### config.mk
export PLATFORM = sky130hd
export DESIGN_NAME = word_serializer
export DESIGN_NICKNAME = d
export VERILOG_FILES = /design/src/rtl/spi_memory_pkg.sv /design/src/rtl/word_serializer.sv
export SDC_FILE = /design/constraint.sdc
export NUM_CORES = 1
export LEC_CHECK = 0
export BUFFER_PORTS_ARGS = -buffer_cell sky130_fd_sc_hd__buf_2
export CAP_MARGIN = 30
export CORE_AREA = 2 2 39 41
export CTS_BUF_LIST = sky130_fd_sc_hd__clkbuf_8
export DETAILED_ROUTE_END_ITERATION = 7
export DIE_AREA = 0 0 41 43
export SYNTH_ARGS = -nofsm -noshare
export SYNTH_HDL_FRONTEND = slang
export SYNTH_SLANG_ARGS = --single-unit
### constraint.sdc
create_clock -name clock50 -period 1.4 [get_ports clock50]
set_input_delay 0.14 -clock clock50 [delete_from_list [all_inputs] [get_ports clock50]]
set_output_delay 0.14 -clock clock50 [all_outputs]
set_load 0.05 [all_outputs]
### src/rtl/spi_memory_pkg.sv
// frame layout is fixed at 8 command + 16 address + 32 data bits; the memory uses only 9 address bits
package spi_memory_pkg;

	// spi frame fields, sent MSB first
	localparam int command_width = 8;
	localparam int address_width = 16;
	localparam int data_width = 32;

	// command and address come first, data word last
	localparam int frame_bits = command_width + address_width + data_width;

	// word memory
	localparam int memory_depth = 512;
	localparam int memory_address_width = $clog2(memory_depth);

	// commands
	localparam logic [command_width-1:0] opcode_write = 8'h01;
	// read only returns the addressed word on miso, which every frame does anyway
	localparam logic [command_width-1:0] opcode_read = 8'h02;

	// word repeated on the lemo pin
	localparam int serial_word_width = 8;

endpackage

### src/rtl/word_serializer.sv
// repeats the 8-bit word MSB first at one bit per clock; a new word is taken only at the 8-clock wrap
`timescale 1ns/1ps

module word_serializer (
	input  logic clock50,
	input  logic reset1,
	input  logic [spi_memory_pkg::serial_word_width-1:0] serial_word,
	output logic lemo
);
	import spi_memory_pkg::*;

	logic [$clog2(serial_word_width)-1:0] bit_counter;
	logic [serial_word_width-1:0] shift_word;

	always_ff @(posedge clock50) begin
		if (reset1) begin
			bit_counter <= '0;
		end else begin
			bit_counter <= bit_counter + 1'b1;
		end
	end

	// reload on the last bit of the word, shift otherwise
	always_ff @(posedge clock50) begin
		if (reset1) begin
			shift_word <= '0;
		end else if (bit_counter == serial_word_width - 1) begin
			shift_word <= serial_word;
		end else begin
			shift_word <= {shift_word[serial_word_width-2:0], 1'b0};
		end
	end

	assign lemo = shift_word[serial_word_width-1];

endmodule

==> results.md <==
- Status: finished clean
- Worst Setup End Kind: flip-flop
- Mapped Area: 384.1 µm²
- Flops & latches, synth: 11
- Critical Path RT: 1.53 ns
- Post-Synthesis Net Count: 45
- Ys Warns: 0
- Vias in the first global route: 243
- Worst-margin pin slew: 0.2462 ns
- Peak supply drop: 0.6238 mV
- Layout Nets: 58
- Area fraction of the dominant cell type after synthesis: 0.5733
- Initial antenna violation count: 0
- CP startpoint kind: flip-flop
- RSZ-0062 raised after global routing: false
- Slew Limit Fails: 0
- Synth cell count leaders: 11 x dfxtp_1, 8 x nor2_1, 7 x mux2i_1
- Synth area leaders: dfxtp_1 57%, mux2i_1 18%, nor2_1 7.8%, ha_1 6.5%, nor2b_1 3.3%
- GPL Wtd Cong: 0.6263
- Post-synth ARST share: 0
- Area of the multi-input gates: 150.1 µm²
- Fillers: 144
- Normalized max-slew margin: 0.8370
- Hold buffer count at CTS: 0
- # diodes: 0
- Fin. Hold Viols: 0
- Drc violations: 0
- Post-CTS setup buffer count: 0
- Tcrit/Tclk final: 0.8540
- Cell with the most instances after synthesis: dfxtp_1
- CTS tree: built
- CTS Sinks: 11
- DRT iter0 DRCs: 3
- H-tree lvl count: 1
- Post-synth top flop: dfxtp_1
- Crit path DAT: 1.32 ns
- Via count: 256
- Io pins: 11
- Die area: 1763 µm²
- Drt total wl: 580 µm
- CTS buffer count: 3
- Core Rows: 14
- Cell count after synthesis: 33
- Area Overhead vs Synth: 26.38%
- Synth cell types: 8
- Synth Area per Inst: 11.64 µm²
- # setup viols final: 0
- ANT nets after route: 0
- Largest net degree at the start of global routing: 12
- Leak: 0.2083 nW
- Critical-path maximum fanout: 8
- First-pass GRT wire length: 972 µm
- Register Area: 220.2 µm²
- Layout cell share with drive strength beyond 1: 0.3333
- Clk slew on worst S/H paths: 0.05 ns
- Via/cell ratio: 4.197
- Hold Path Class: primary input to flip-flop
- Initial core utilization: 0.2776
- Area of the core: 1384 µm²
- Synth area leader: dfxtp_1
- Seq/Total Area, Yosys: 0.5733
- Power per cell area: 1363 nW/µm²
- Root buffer cell: clkbuf_8
- Number of synthesized flops with an enable pin: 0
- Chip Width: 41 µm
- Clock period minus worst slack: 1.196 ns
- Port-buffer cells: 10
- Global route overflow: 0
- Worst setup skew after layout: 0.001549 ns
- GRT Overall Usage: 0.09606
- Post-layout util: 0.3508
- FMAX: 836.4 MHz
- Routed length per instance: 9.508 µm
- Max Root-Sink Buffers: 2
- Pre-Repair DR Iteration Count: 2
- Max-cap violations: 0
- Setup CP Type: flip-flop to flip-flop
- Number of gates resized after CTS: 0
- Total negative slack: 0 ns
- Worst skew pair latency: 0.24 ns
- Die Height: 43 µm
[cells in the final DEF, fill, tap and decap left out]
| cell | synthesis | routed |
|---|---|---|
| dfxtp_1 | 11 | 11 |
| buf_2 | 1 | 10 |
| nor2_1 | 8 | 8 |
| mux2i_1 | 7 | 7 |
| clkbuf_8 | 0 | 3 |
| nor2b_1 | 2 | 2 |
| and3b_2 | 1 | 1 |
| ha_2 | 0 | 1 |
| ha_1 | 2 | 1 |
| inv_1 | 0 | 1 |
[where the power goes]
| part | leakage, nW | total, mW | switching [mW] | internal (mW) |
|---|---|---|---|---|
| Sequential | 0.0892 | 0.324 | 0.00263 | 0.322 |
| Combinational | 0.0921 | 0.0290 | 0.0124 | 0.0166 |
| Clock | 0.0269 | 0.308 | 0.116 | 0.192 |
| Total | 0.208 | 0.662 | 0.131 | 0.531 |
[critical path, stage by stage, from the launching register on]
cell and delay, ns:
dfxtp_1 0.33, ha_1 0.16, ha_2 0.32, mux2i_1 0.23
nor2_1 0.05
[area by class of cell]
cell class | instances | area share
Tap cell | 16 | 0.04124
Sequential cell | 11 | 0.4536
Timing Repair Buffer | 10 | 0.1031
Clock inverter | 1 | 0.007732
Clock buffer | 3 | 0.08505
Multi-Input combinational cell | 20 | 0.3093
[through the flow]
| stage | power (mW) | worst slack (ns) | hold slack [ns] | cells | cell area [µm²] |
|---|---|---|---|---|---|
| floorplan | 0.3448 | 0.2984 | 0.2868 | 33 | 384.1 |
| global placement | 0.3600 | 0.1101 | 0.3784 | 57 | 437.9 |
| detailed placement | 0.3594 | 0.06771 | 0.3841 | 57 | 437.9 |
| CTS | 0.6778 | 0.05871 | 0.1303 | 61 | 483.0 |
| global route | 0.7008 | 0.1235 | 0.1349 | 61 | 485.5 |
| finish | 0.6616 | 0.2044 | 0.1345 | 61 | 485.5 |
[final timing paths]
kind,start,end,slack (ns),cells past startpoint
setup / recovery,bit_counter[0],shift_word[6],0.20,4
hold / removal,serial_word[5],shift_word[5],0.13,3
setup reg to reg,bit_counter[0],shift_word[6],0.20,4
hold reg to reg,bit_counter[0],bit_counter[0],0.42,1
[sequential cells by signal, indices dropped and copies added (netlist names)]
register,count
shift_word,8
bit_counter,3
[logic make-up after synthesis]
kind of cell / after synthesis / share of synthesized area
fa+ha+maj: 2 / 0.06514
mux: 7 / 0.1824
buf+inv: 2 / 0.04233
simple gates: 11 / 0.1368
flops: 11 / 0.5733
[per-layer routing]
metal  vias to the layer above  track usage  wire, µm
li1                        130            -         -
met1                       113      0.08882       246
met2                        11       0.1188       262
met3                         2      0.09424        61
met4                         0      0.08000         8
met5                         -            0         0
(Power assumes the default switching activity.)
