$ cat src/rtl/spi_memory_pkg.sv
// frame layout is fixed at 8 command + 16 address + 32 data bits; the memory uses only 9 address bits
package spi_memory_pkg;

	// spi frame fields, sent MSB first
	localparam int command_width = 8;
	localparam int address_width = 16;
	localparam int data_width = 32;

	// command and address come first, data word last
	localparam int frame_bits = command_width + address_width + data_width;

	// word memory
	localparam int memory_depth = 512;
	localparam int memory_address_width = $clog2(memory_depth);

	// commands
	localparam logic [command_width-1:0] opcode_write = 8'h01;
	// read only returns the addressed word on miso, which every frame does anyway
	localparam logic [command_width-1:0] opcode_read = 8'h02;

	// word repeated on the lemo pin
	localparam int serial_word_width = 8;

endpackage

$ cat src/rtl/spi_frame_receiver.sv
// spi mode 0 slave; sclk must be at most clock50/8 and a frame must be exactly 56 bits or it is dropped
`timescale 1ns/1ps

module spi_frame_receiver (
	input  logic clock50,
	input  logic reset1,
	input  logic sclk,
	input  logic mosi,
	input  logic ssel,
	output logic miso,
	input  logic [spi_memory_pkg::data_width-1:0] read_data,
	output logic [spi_memory_pkg::command_width-1:0] command,
	output logic [spi_memory_pkg::address_width-1:0] address,
	output logic [spi_memory_pkg::data_width-1:0] data,
	output logic transaction_valid
);
	import spi_memory_pkg::*;

	// pin synchronizers, newest sample in bit 0
	logic [2:0] sclk_sync;
	logic [2:0] ssel_sync;
	logic [1:0] mosi_sync;

	logic sclk_rise;
	logic sclk_fall;
	logic selected;
	logic frame_end;

	// one spare bit so frames longer than frame_bits never alias back to it
	logic [$clog2(frame_bits + 1):0] bit_count;

	logic [data_width-1:0] frame_shift;
	logic [data_width-1:0] miso_shift;

	always_ff @(posedge clock50) begin
		if (reset1) begin
			sclk_sync <= '0;
			ssel_sync <= '1;
			mosi_sync <= '0;
		end else begin
			sclk_sync <= {sclk_sync[1:0], sclk};
			ssel_sync <= {ssel_sync[1:0], ssel};
			mosi_sync <= {mosi_sync[0], mosi};
		end
	end

	assign sclk_rise = sclk_sync[1] & ~sclk_sync[2];
	assign sclk_fall = ~sclk_sync[1] & sclk_sync[2];
	assign selected = ~ssel_sync[1];
	// chip select released
	assign frame_end = ssel_sync[1] & ~ssel_sync[2];

	// count sampled bits, saturating
	always_ff @(posedge clock50) begin
		if (reset1 || !selected) begin
			bit_count <= '0;
		end else if (sclk_rise && bit_count != '1) begin
			bit_count <= bit_count + 1'b1;
		end
	end

	// mosi is sampled on the rising edge in mode 0
	always_ff @(posedge clock50) begin
		if (selected && sclk_rise) begin
			frame_shift <= {frame_shift[data_width-2:0], mosi_sync[1]};
		end
	end

	// after the last data bit the low word of the shift register is the data field
	assign data = frame_shift;

	// command and address become valid with the 24th bit
	always_ff @(posedge clock50) begin
		if (reset1) begin
			command <= '0;
			address <= '0;
		end else if (selected && sclk_rise
				&& bit_count == command_width + address_width - 1) begin
			{command, address} <= {frame_shift[command_width+address_width-2:0], mosi_sync[1]};
		end
	end

	// readback changes on falling edges so the host can sample on the next rising edge
	always_ff @(posedge clock50) begin
		if (reset1 || !selected) begin
			miso_shift <= '0;
		end else if (sclk_fall) begin
			if (bit_count == command_width + address_width) begin
				// first data-phase bit, memory word has settled by now
				miso_shift <= read_data;
			end else if (bit_count > command_width + address_width) begin
				miso_shift <= {miso_shift[data_width-2:0], 1'b0};
			end
		end
	end

	assign miso = miso_shift[data_width-1];

	// one strobe per complete frame, seen three clocks after ssel rises at the pin
	always_ff @(posedge clock50) begin
		if (reset1) begin
			transaction_valid <= 1'b0;
		end else begin
			transaction_valid <= frame_end && bit_count == frame_bits;
		end
	end

endmodule

$ cat config.mk
export PLATFORM = sky130hd
export DESIGN_NAME = spi_frame_receiver
export DESIGN_NICKNAME = d
export VERILOG_FILES = /design/src/rtl/spi_memory_pkg.sv /design/src/rtl/spi_frame_receiver.sv
export SDC_FILE = /design/constraint.sdc
export NUM_CORES = 1
export LEC_CHECK = 0
export ABC_AREA = 1
export BUFFER_PORTS_ARGS = -buffer_cell sky130_fd_sc_hd__buf_2
export CORE_AREA = 2 2 96 190
export CTS_BUF_LIST = sky130_fd_sc_hd__clkbuf_8
export DETAILED_ROUTE_END_ITERATION = 8
export DIE_AREA = 0 0 98 192
export PLACE_DENSITY_LB_ADDON = 0.08
export SLEW_MARGIN = 20
export SYNTH_ARGS = -nofsm -noshare
export SYNTH_HDL_FRONTEND = slang
export SYNTH_SLANG_ARGS = --single-unit
$ cat constraint.sdc
create_clock -name clock50 -period 3 [get_ports clock50]
set_input_delay 0.6 -clock clock50 [delete_from_list [all_inputs] [get_ports clock50]]
set_output_delay 0.6 -clock clock50 [all_outputs]
set_load 0.01 [all_outputs]
==> results of run 1 <==
[where the power goes]
part,internal [W],leakage [nW],switching (W)
combinational,0.0000265,1.16,0.0000328
clock,0.000474,0.117,0.000508
sequential,0.00145,0.870,0.00000416
[stage by stage]
stage	total power [W]	hold slack, ns	instances	setup WS, ns
5_1_grt	0.00261	0.406	832	1.17
3_5_place_dp	0.00154	0.398	816	1.33
6_report	0.00249	0.410	832	1.33
4_1_cts	0.00256	0.387	832	1.30
2_1_floorplan	0.00151	0.372	530	0.852
3_3_place_gp	0.00155	0.394	816	1.35
[worst max path at each step]
stage	startpoint	slack (ns)	to
after CTS	bit_count[6]$_SDFFE_PP0P_	1.30	command[6]$_SDFFE_PP0P_
after global placement	bit_count[0]$_SDFFE_PP0P_	1.35	address[2]$_SDFFE_PP0P_
final	bit_count[3]$_SDFFE_PP0P_	1.33	miso_shift[23]$_SDFFE_PP0P_
after detailed placement	bit_count[0]$_SDFFE_PP0P_	1.33	command[6]$_SDFFE_PP0P_
after floorplan	sclk_sync[2]$_SDFF_PP0_	0.85	data[0]$_DFFE_PP_
after global routing	bit_count[3]$_SDFFE_PP0P_	1.17	miso_shift[15]$_SDFFE_PP0P_
[logic make-up (layout without fill, tap and decap cells)]
logic type | after synthesis | in the layout | synth area share (%)
adders and majority gates | 2 | 2 | 0.586
buffers and inverters | 79 | 171 | 8.26
and+or+nand+nor | 337 | 337 | 33.7
DFF | 104 | 104 | 56.2
AOI/OAI and AO/OA | 8 | 8 | 1.20
[registers in the layout (all words and copies together), names as in the netlist, 2 cells and up]
signal,flops
ssel_sync,3
data,32
mosi_sync,2
command,8
sclk_sync,3
miso_shift,32
address,16
bit_count,7
[cell usage after synthesis]
master	number	share of area [%]
a21oi_1	4	0.47
nor2_2	4	0.59
inv_2	1	0.088
ha_1	2	0.59
edfxtp_1	32	22
dfxtp_1	72	34
or2_2	2	0.29
buf_2	9	1.1
nor2_1	129	11
nand4_1	1	0.15
buf_6	4	1.1
nor2_4	2	0.53
nand2_1	133	12
buf_1	3	0.26
nor4_1	1	0.15
inv_1	53	4.7
clkbuf_1	4	0.35
a21oi_4	1	0.38
nand3_1	41	4.8
buf_4	4	0.70
o21ai_0	3	0.35
nand3b_1	24	4.2
clkinv_1	1	0.088
[layout make-up]
type | instances | area, sq um | area share (%)
clock buffer | 9 | 124 | 2.42
sequential | 104 | 2400 | 46.9
inverter | 55 | 206 | 4.03
clock inverter | 7 | 93.8 | 1.83
timing repair buffer | 100 | 515 | 10.1
tap | 210 | 263 | 5.12
multi-input combinational | 347 | 1520 | 29.7
[worst max-delay path, cell delays in order, from the launching register on]
cell,delay [ns]
dfxtp_1,0.43
nand2_1,0.14
a21oi_4,0.15
buf_4,0.53
nand3_1,0.16
nand2_1,0.09
inv_1,0.04
[routing by layer]
layer / track usage, % / part of all wire, % / vias up
met2: 19.4 / 48 / 81
met4: 5.61 / 1.9 / 0
li1: - / - / 1812
met5: 0 / 0 / -
met3: 2.07 / 4.2 / 11
met1: 12.4 / 45 / 1572
==> impl_metrics.json, run 1 <==
{
  "synth_seq_area_share_pct": 56.2,
  "die_w_microns": 98,
  "final_common_cell": "nand2_1",
  "crit_type": "register to register",
  "relSlewSlack_pct": 55.2,
  "hold_start": "mosi_sync[0]$_SDFF_PP0_",
  "ant_nets": 0,
  "drt_pass1_iterations": 4,
  "end_kind": "register",
  "cp.required_ns": 3.27,
  "fin_util_pct": 29.7,
  "num_rows": 68,
  "synth_cells": 530,
  "placed_area_sq_um": 4910,
  "drive_gt1_share_pct": 20.1,
  "reg2reg_slack_ns": 1.33,
  "synth.avg_cell_area_sq_um": 8.06,
  "drc_errors": 0,
  "routed_wirelength_mm": 9.98,
  "ctsResizeCount": 0,
  "die-area_sq_um": 18800,
  "hpwl_mm": 6.57,
  "min_to": "mosi_sync[1]$_SDFF_PP0_",
  "max_freq_mhz": 598,
  "cts.sinks": 104,
  "cts_buffers": 9,
  "cp_max_fo": 64,
  "yosysWarnings": 0,
  "min_period_ns": 1.67,
  "layout_common_cells": "nand2_1, nor2_1, buf_2, dfxtp_1, inv_1",
  "fillCellCount": 1920,
  "clk_latency_ns": 0.38,
  "nets": 656,
  "io_buffers": 94,
  "setup_viol": 0,
  "min_period_over_period_pct": 55.7,
  "ios": 95,
  "synth-seq-cells": 104,
  "vias": 3476,
  "grt_pass1_vias": 3377,
  "diodes": 0,
  "tritoncts": "yes",
  "area.growth.synth_to_final_pct": 20.0,
  "grt_pass1_wl_mm": 16.6,
  "coreArea_sq_um": 17300,
  "r2r-start": "bit_count[3]$_SDFFE_PP0P_",
  "wl_per_cell_microns": 12.0,
  "synth_nets": 569,
  "peakVddDrop_v": 0.000179,
  "timing.rr.end": "miso_shift[23]$_SDFFE_PP0P_",
  "hold_class": "register to register",
  "finClkSkew_ns": 0.0171,
  "dieHeight_microns": 192,
  "whs_path_depth": 2,
  "antenna_found_initial": 0,
  "gp_congestion": 0.717,
  "status": "completed",
  "maxSlewViolCount": 0,
  "cts_setup_buffers": 0,
  "synth_area_sq_um": 4270,
  "clkTransAtPathRegs_ns": 0.11,
  "maxCapViolCount": 0,
  "power_density_nw_per_um2": 486,
  "reg2reg_depth": 6,
  "critPathLaunchType": "register",
  "overflow": 0,
  "tightest_slew_ns": 0.672,
  "finalSetupTns_ns": 0,
  "grt_max_degree": 65,
  "hold_buffers": 0,
  "ys_types": 23,
  "cts_max_level": 3,
  "rsz0062_at_grt": "false",
  "hold_viol": 0,
  "post-route-cell-area_sq_um": 5130,
  "drt_iter0_markers": 99,
  "grt_util_all_layers_pct": 11.0,
  "initial_core_util_pct": 24.7,
  "clockBufferDepth": 2,
  "p_leak_nw": 2.14,
  "clk_root_buffer_cell": "clkbuf_8",
  "vias_per_cell": 4.18,
  "arrival_ns": 1.94
}
(Power assumes the default switching activity.)
==> run 2, diff against run 1 <==
--- a/config.mk
+++ b/config.mk
@@ -5,12 +5,12 @@
 export SDC_FILE = /design/constraint.sdc
 export NUM_CORES = 1
 export LEC_CHECK = 0
-export ABC_AREA = 1
+export ABC_AREA = 0
 export BUFFER_PORTS_ARGS = -buffer_cell sky130_fd_sc_hd__buf_2
-export CORE_AREA = 2 2 96 190
+export CORE_AREA = 2 2 91 180
 export CTS_BUF_LIST = sky130_fd_sc_hd__clkbuf_8
 export DETAILED_ROUTE_END_ITERATION = 8
-export DIE_AREA = 0 0 98 192
+export DIE_AREA = 0 0 93 182
 export PLACE_DENSITY_LB_ADDON = 0.08
 export SLEW_MARGIN = 20
 export SYNTH_ARGS = -nofsm -noshare
==> constraint.sdc (replaced) <==
create_clock -name clock50 -period 1.6 [get_ports clock50]
set_input_delay 0.32 -clock clock50 [delete_from_list [all_inputs] [get_ports clock50]]
set_output_delay 0.32 -clock clock50 [all_outputs]
set_load 0.01 [all_outputs]
==> run 2 against run 1 <==
  * Critical path depth decreased by 1
  * Worst setup slack got worse by 1.3 ns
  * Combinational power up 72%
  * Critical path type unchanged
==> impl_metrics.json, run 2 <==
{
  "layout_common_cells": "nand2_1, buf_2, dfxtp_1, o21ai_0, edfxtp_1",
  "synth_seq_area_share_pct": 63.2,
  "maxCapViolCount": 0,
  "drt_iter0_markers": 101,
  "rsz0062_at_grt": "true",
  "arrival_ns": 1.82,
  "initial_core_util_pct": 24.3,
  "final_common_cell": "nand2_1",
  "ys_types": 34,
  "drive_gt1_share_pct": 34.1,
  "hold_buffers": 0,
  "end_kind": "register",
  "drt_pass1_iterations": 4,
  "ant_nets": 0,
  "ios": 95,
  "drc_errors": 0,
  "power_density_nw_per_um2": 888,
  "finClkSkew_ns": 0.0182,
  "min_period_ns": 1.57,
  "tritoncts": "yes",
  "grt_util_all_layers_pct": 11.0,
  "synth_ff_type": "dfxtp_1",
  "dp_cells": 673,
  "grt_pass1_vias": 2906,
  "clk_root_buffer_cell": "clkbuf_8",
  "synth.avg_cell_area_sq_um": 9.97,
  "hpwl_mm": 6.17,
  "synth-seq-cells": 104,
  "maxSlewViolCount": 0,
  "reg2reg_slack_ns": 0.03,
  "min_period_over_period_pct": 97.8,
  "max_freq_mhz": 639,
  "die_w_microns": 93,
  "vias_per_cell": 4.34,
  "wl_per_cell_microns": 13.7,
  "num_rows": 65,
  "peakVddDrop_v": 0.000316,
  "gp_congestion": 0.712,
  "post-route-worst-setup-slack_ns": 0.0347,
  "setup_viol": 0,
  "io_buffers": 94,
  "vias": 3035,
  "clockBufferDepth": 2,
  "synth_commonest_cells": "nand2_1, dfxtp_1, edfxtp_1, o21ai_0, a31oi_1",
  "grt_max_degree": 35,
  "status": "completed",
  "crit_type": "register to register",
  "clkTransAtPathRegs_ns": 0.10,
  "hold_class": "input pin to register",
  "synth_nets": 420,
  "coreArea_sq_um": 15600,
  "clk_latency_ns": 0.38,
  "routed_wirelength_mm": 9.60,
  "cts_buffers": 9,
  "async_flop_share_pct": 0,
  "fillCellCount": 1711,
  "synth_area_sq_um": 3800,
  "synth_area_leaders": "dfxtp_1, edfxtp_1, nand2_1, a31oi_1, o21ai_0",
  "dieHeight_microns": 182,
  "area.growth.synth_to_final_pct": 33.5,
  "yosysWarnings": 0,
  "nets": 532,
  "die-area_sq_um": 16900,
  "synth_edf_count": 32,
  "diodes": 0,
  "hold_viol": 0,
  "synth_top_area_share_pct": 37.9,
  "cts_max_level": 3,
  "synth_cells": 381,
  "overflow": 0,
  "stdcell_count": 699,
  "cp.required_ns": 1.86,
  "grt_pass1_wl_mm": 14.9,
  "dp_worst_setup_slack_ns": 0.00310,
  "p_leak_nw": 1.89,
  "critPathLaunchType": "register",
  "cts.sinks": 104,
  "yosys.area.top_type": "dfxtp_1",
  "yosysMostFrequentCell": "nand2_1",
  "tightest_slew_ns": 0.380,
  "relSlewSlack_pct": 74.4,
  "antenna_found_initial": 0,
  "cp_max_fo": 24
}
run 2: cell families (layout without fill, tap and decap cells):
group           after synthesis  after routing  synth area share, %
compound gates               96             96                 14.3
xor+xnor                      2              2                0.461
fa+ha+maj                     2              2                0.658
buf+inv                      28            145                 3.82
flops                       104            104                 63.2
simple gates                149            149                 17.6
run 2: what timing repair did:
item                                    in CTS  in global routing
gates resized for setup                      0                 24
gates cloned                                 1                  4
setup buffers                                1                  5
endpoints found under the setup margin       1                 53
endpoints found under the hold margin        0                  0
pin swaps                                    1                 20
run 2: path summary, 6_finish.rpt:
path,startpoint,endpoint,cells past startpoint
worst max-delay path,bit_count[0]$_SDFFE_PP0P_,command[6]$_SDFFE_PP0P_,5
worst min-delay path,ssel,ssel_sync[0]$_SDFF_PP1_,2
worst max register to register,bit_count[0]$_SDFFE_PP0P_,command[6]$_SDFFE_PP0P_,5
worst min register to register,ssel_sync[0]$_SDFF_PP1_,ssel_sync[1]$_SDFF_PP1_,1
run 2: cell type report:
cell class                      count  area, sq um  area share (%)
Tap cell                          201          251            4.96
Sequential cell                   104         2410            47.5
Timing Repair Buffer              125          833            16.4
Inverter                            4         15.0           0.296
Clock buffer                       10          138            2.71
Multi-Input combinational cell    249         1360            26.8
Clock inverter                      6         67.6            1.33
run 2: metal layers:
layer  track usage, %  up-vias  wire [microns]
met5                0        -               0
met4             3.53        0             108
met1             14.5     1424            4600
met3             2.61        7             328
li1                 -     1544               -
met2             17.6       60            4550
run 2: where the power goes:
group / leakage, nW / switching [W] / internal, W
logic: 0.909 / 0.0000498 / 0.0000520
clock network: 0.106 / 0.00101 / 0.000664
registers: 0.871 / 0.0000113 / 0.00271
total: 1.89 / 0.00107 / 0.00343
run 2: worst max-delay path: stages (launching register included):
cell,delay [ns]
dfxtp_4,0.38
ha_4,0.15
nand4b_4,0.12
or4_4,0.60
nand2_1,0.15
a21oi_2,0.05
run 2: per-stage QoR:
| step | hold slack (ns) | total power, W | util [%] | setup TNS (ns) | instance area, sq um |
|---|---|---|---|---|---|
| detailed placement | 0.399 | 0.00289 | 29.9 | 0 | 4660 |
| floorplan | 0.389 | 0.00282 | - | 0 | 3820 |
| finish | 0.134 | 0.00450 | 32.5 | 0 | 5070 |
| global placement | 0.393 | 0.00289 | 29.9 | 0 | 4660 |
| global route | 0.111 | 0.00471 | 32.5 | -0.642 | 5070 |
| CTS | 0.109 | 0.00460 | 31.4 | 0 | 4910 |
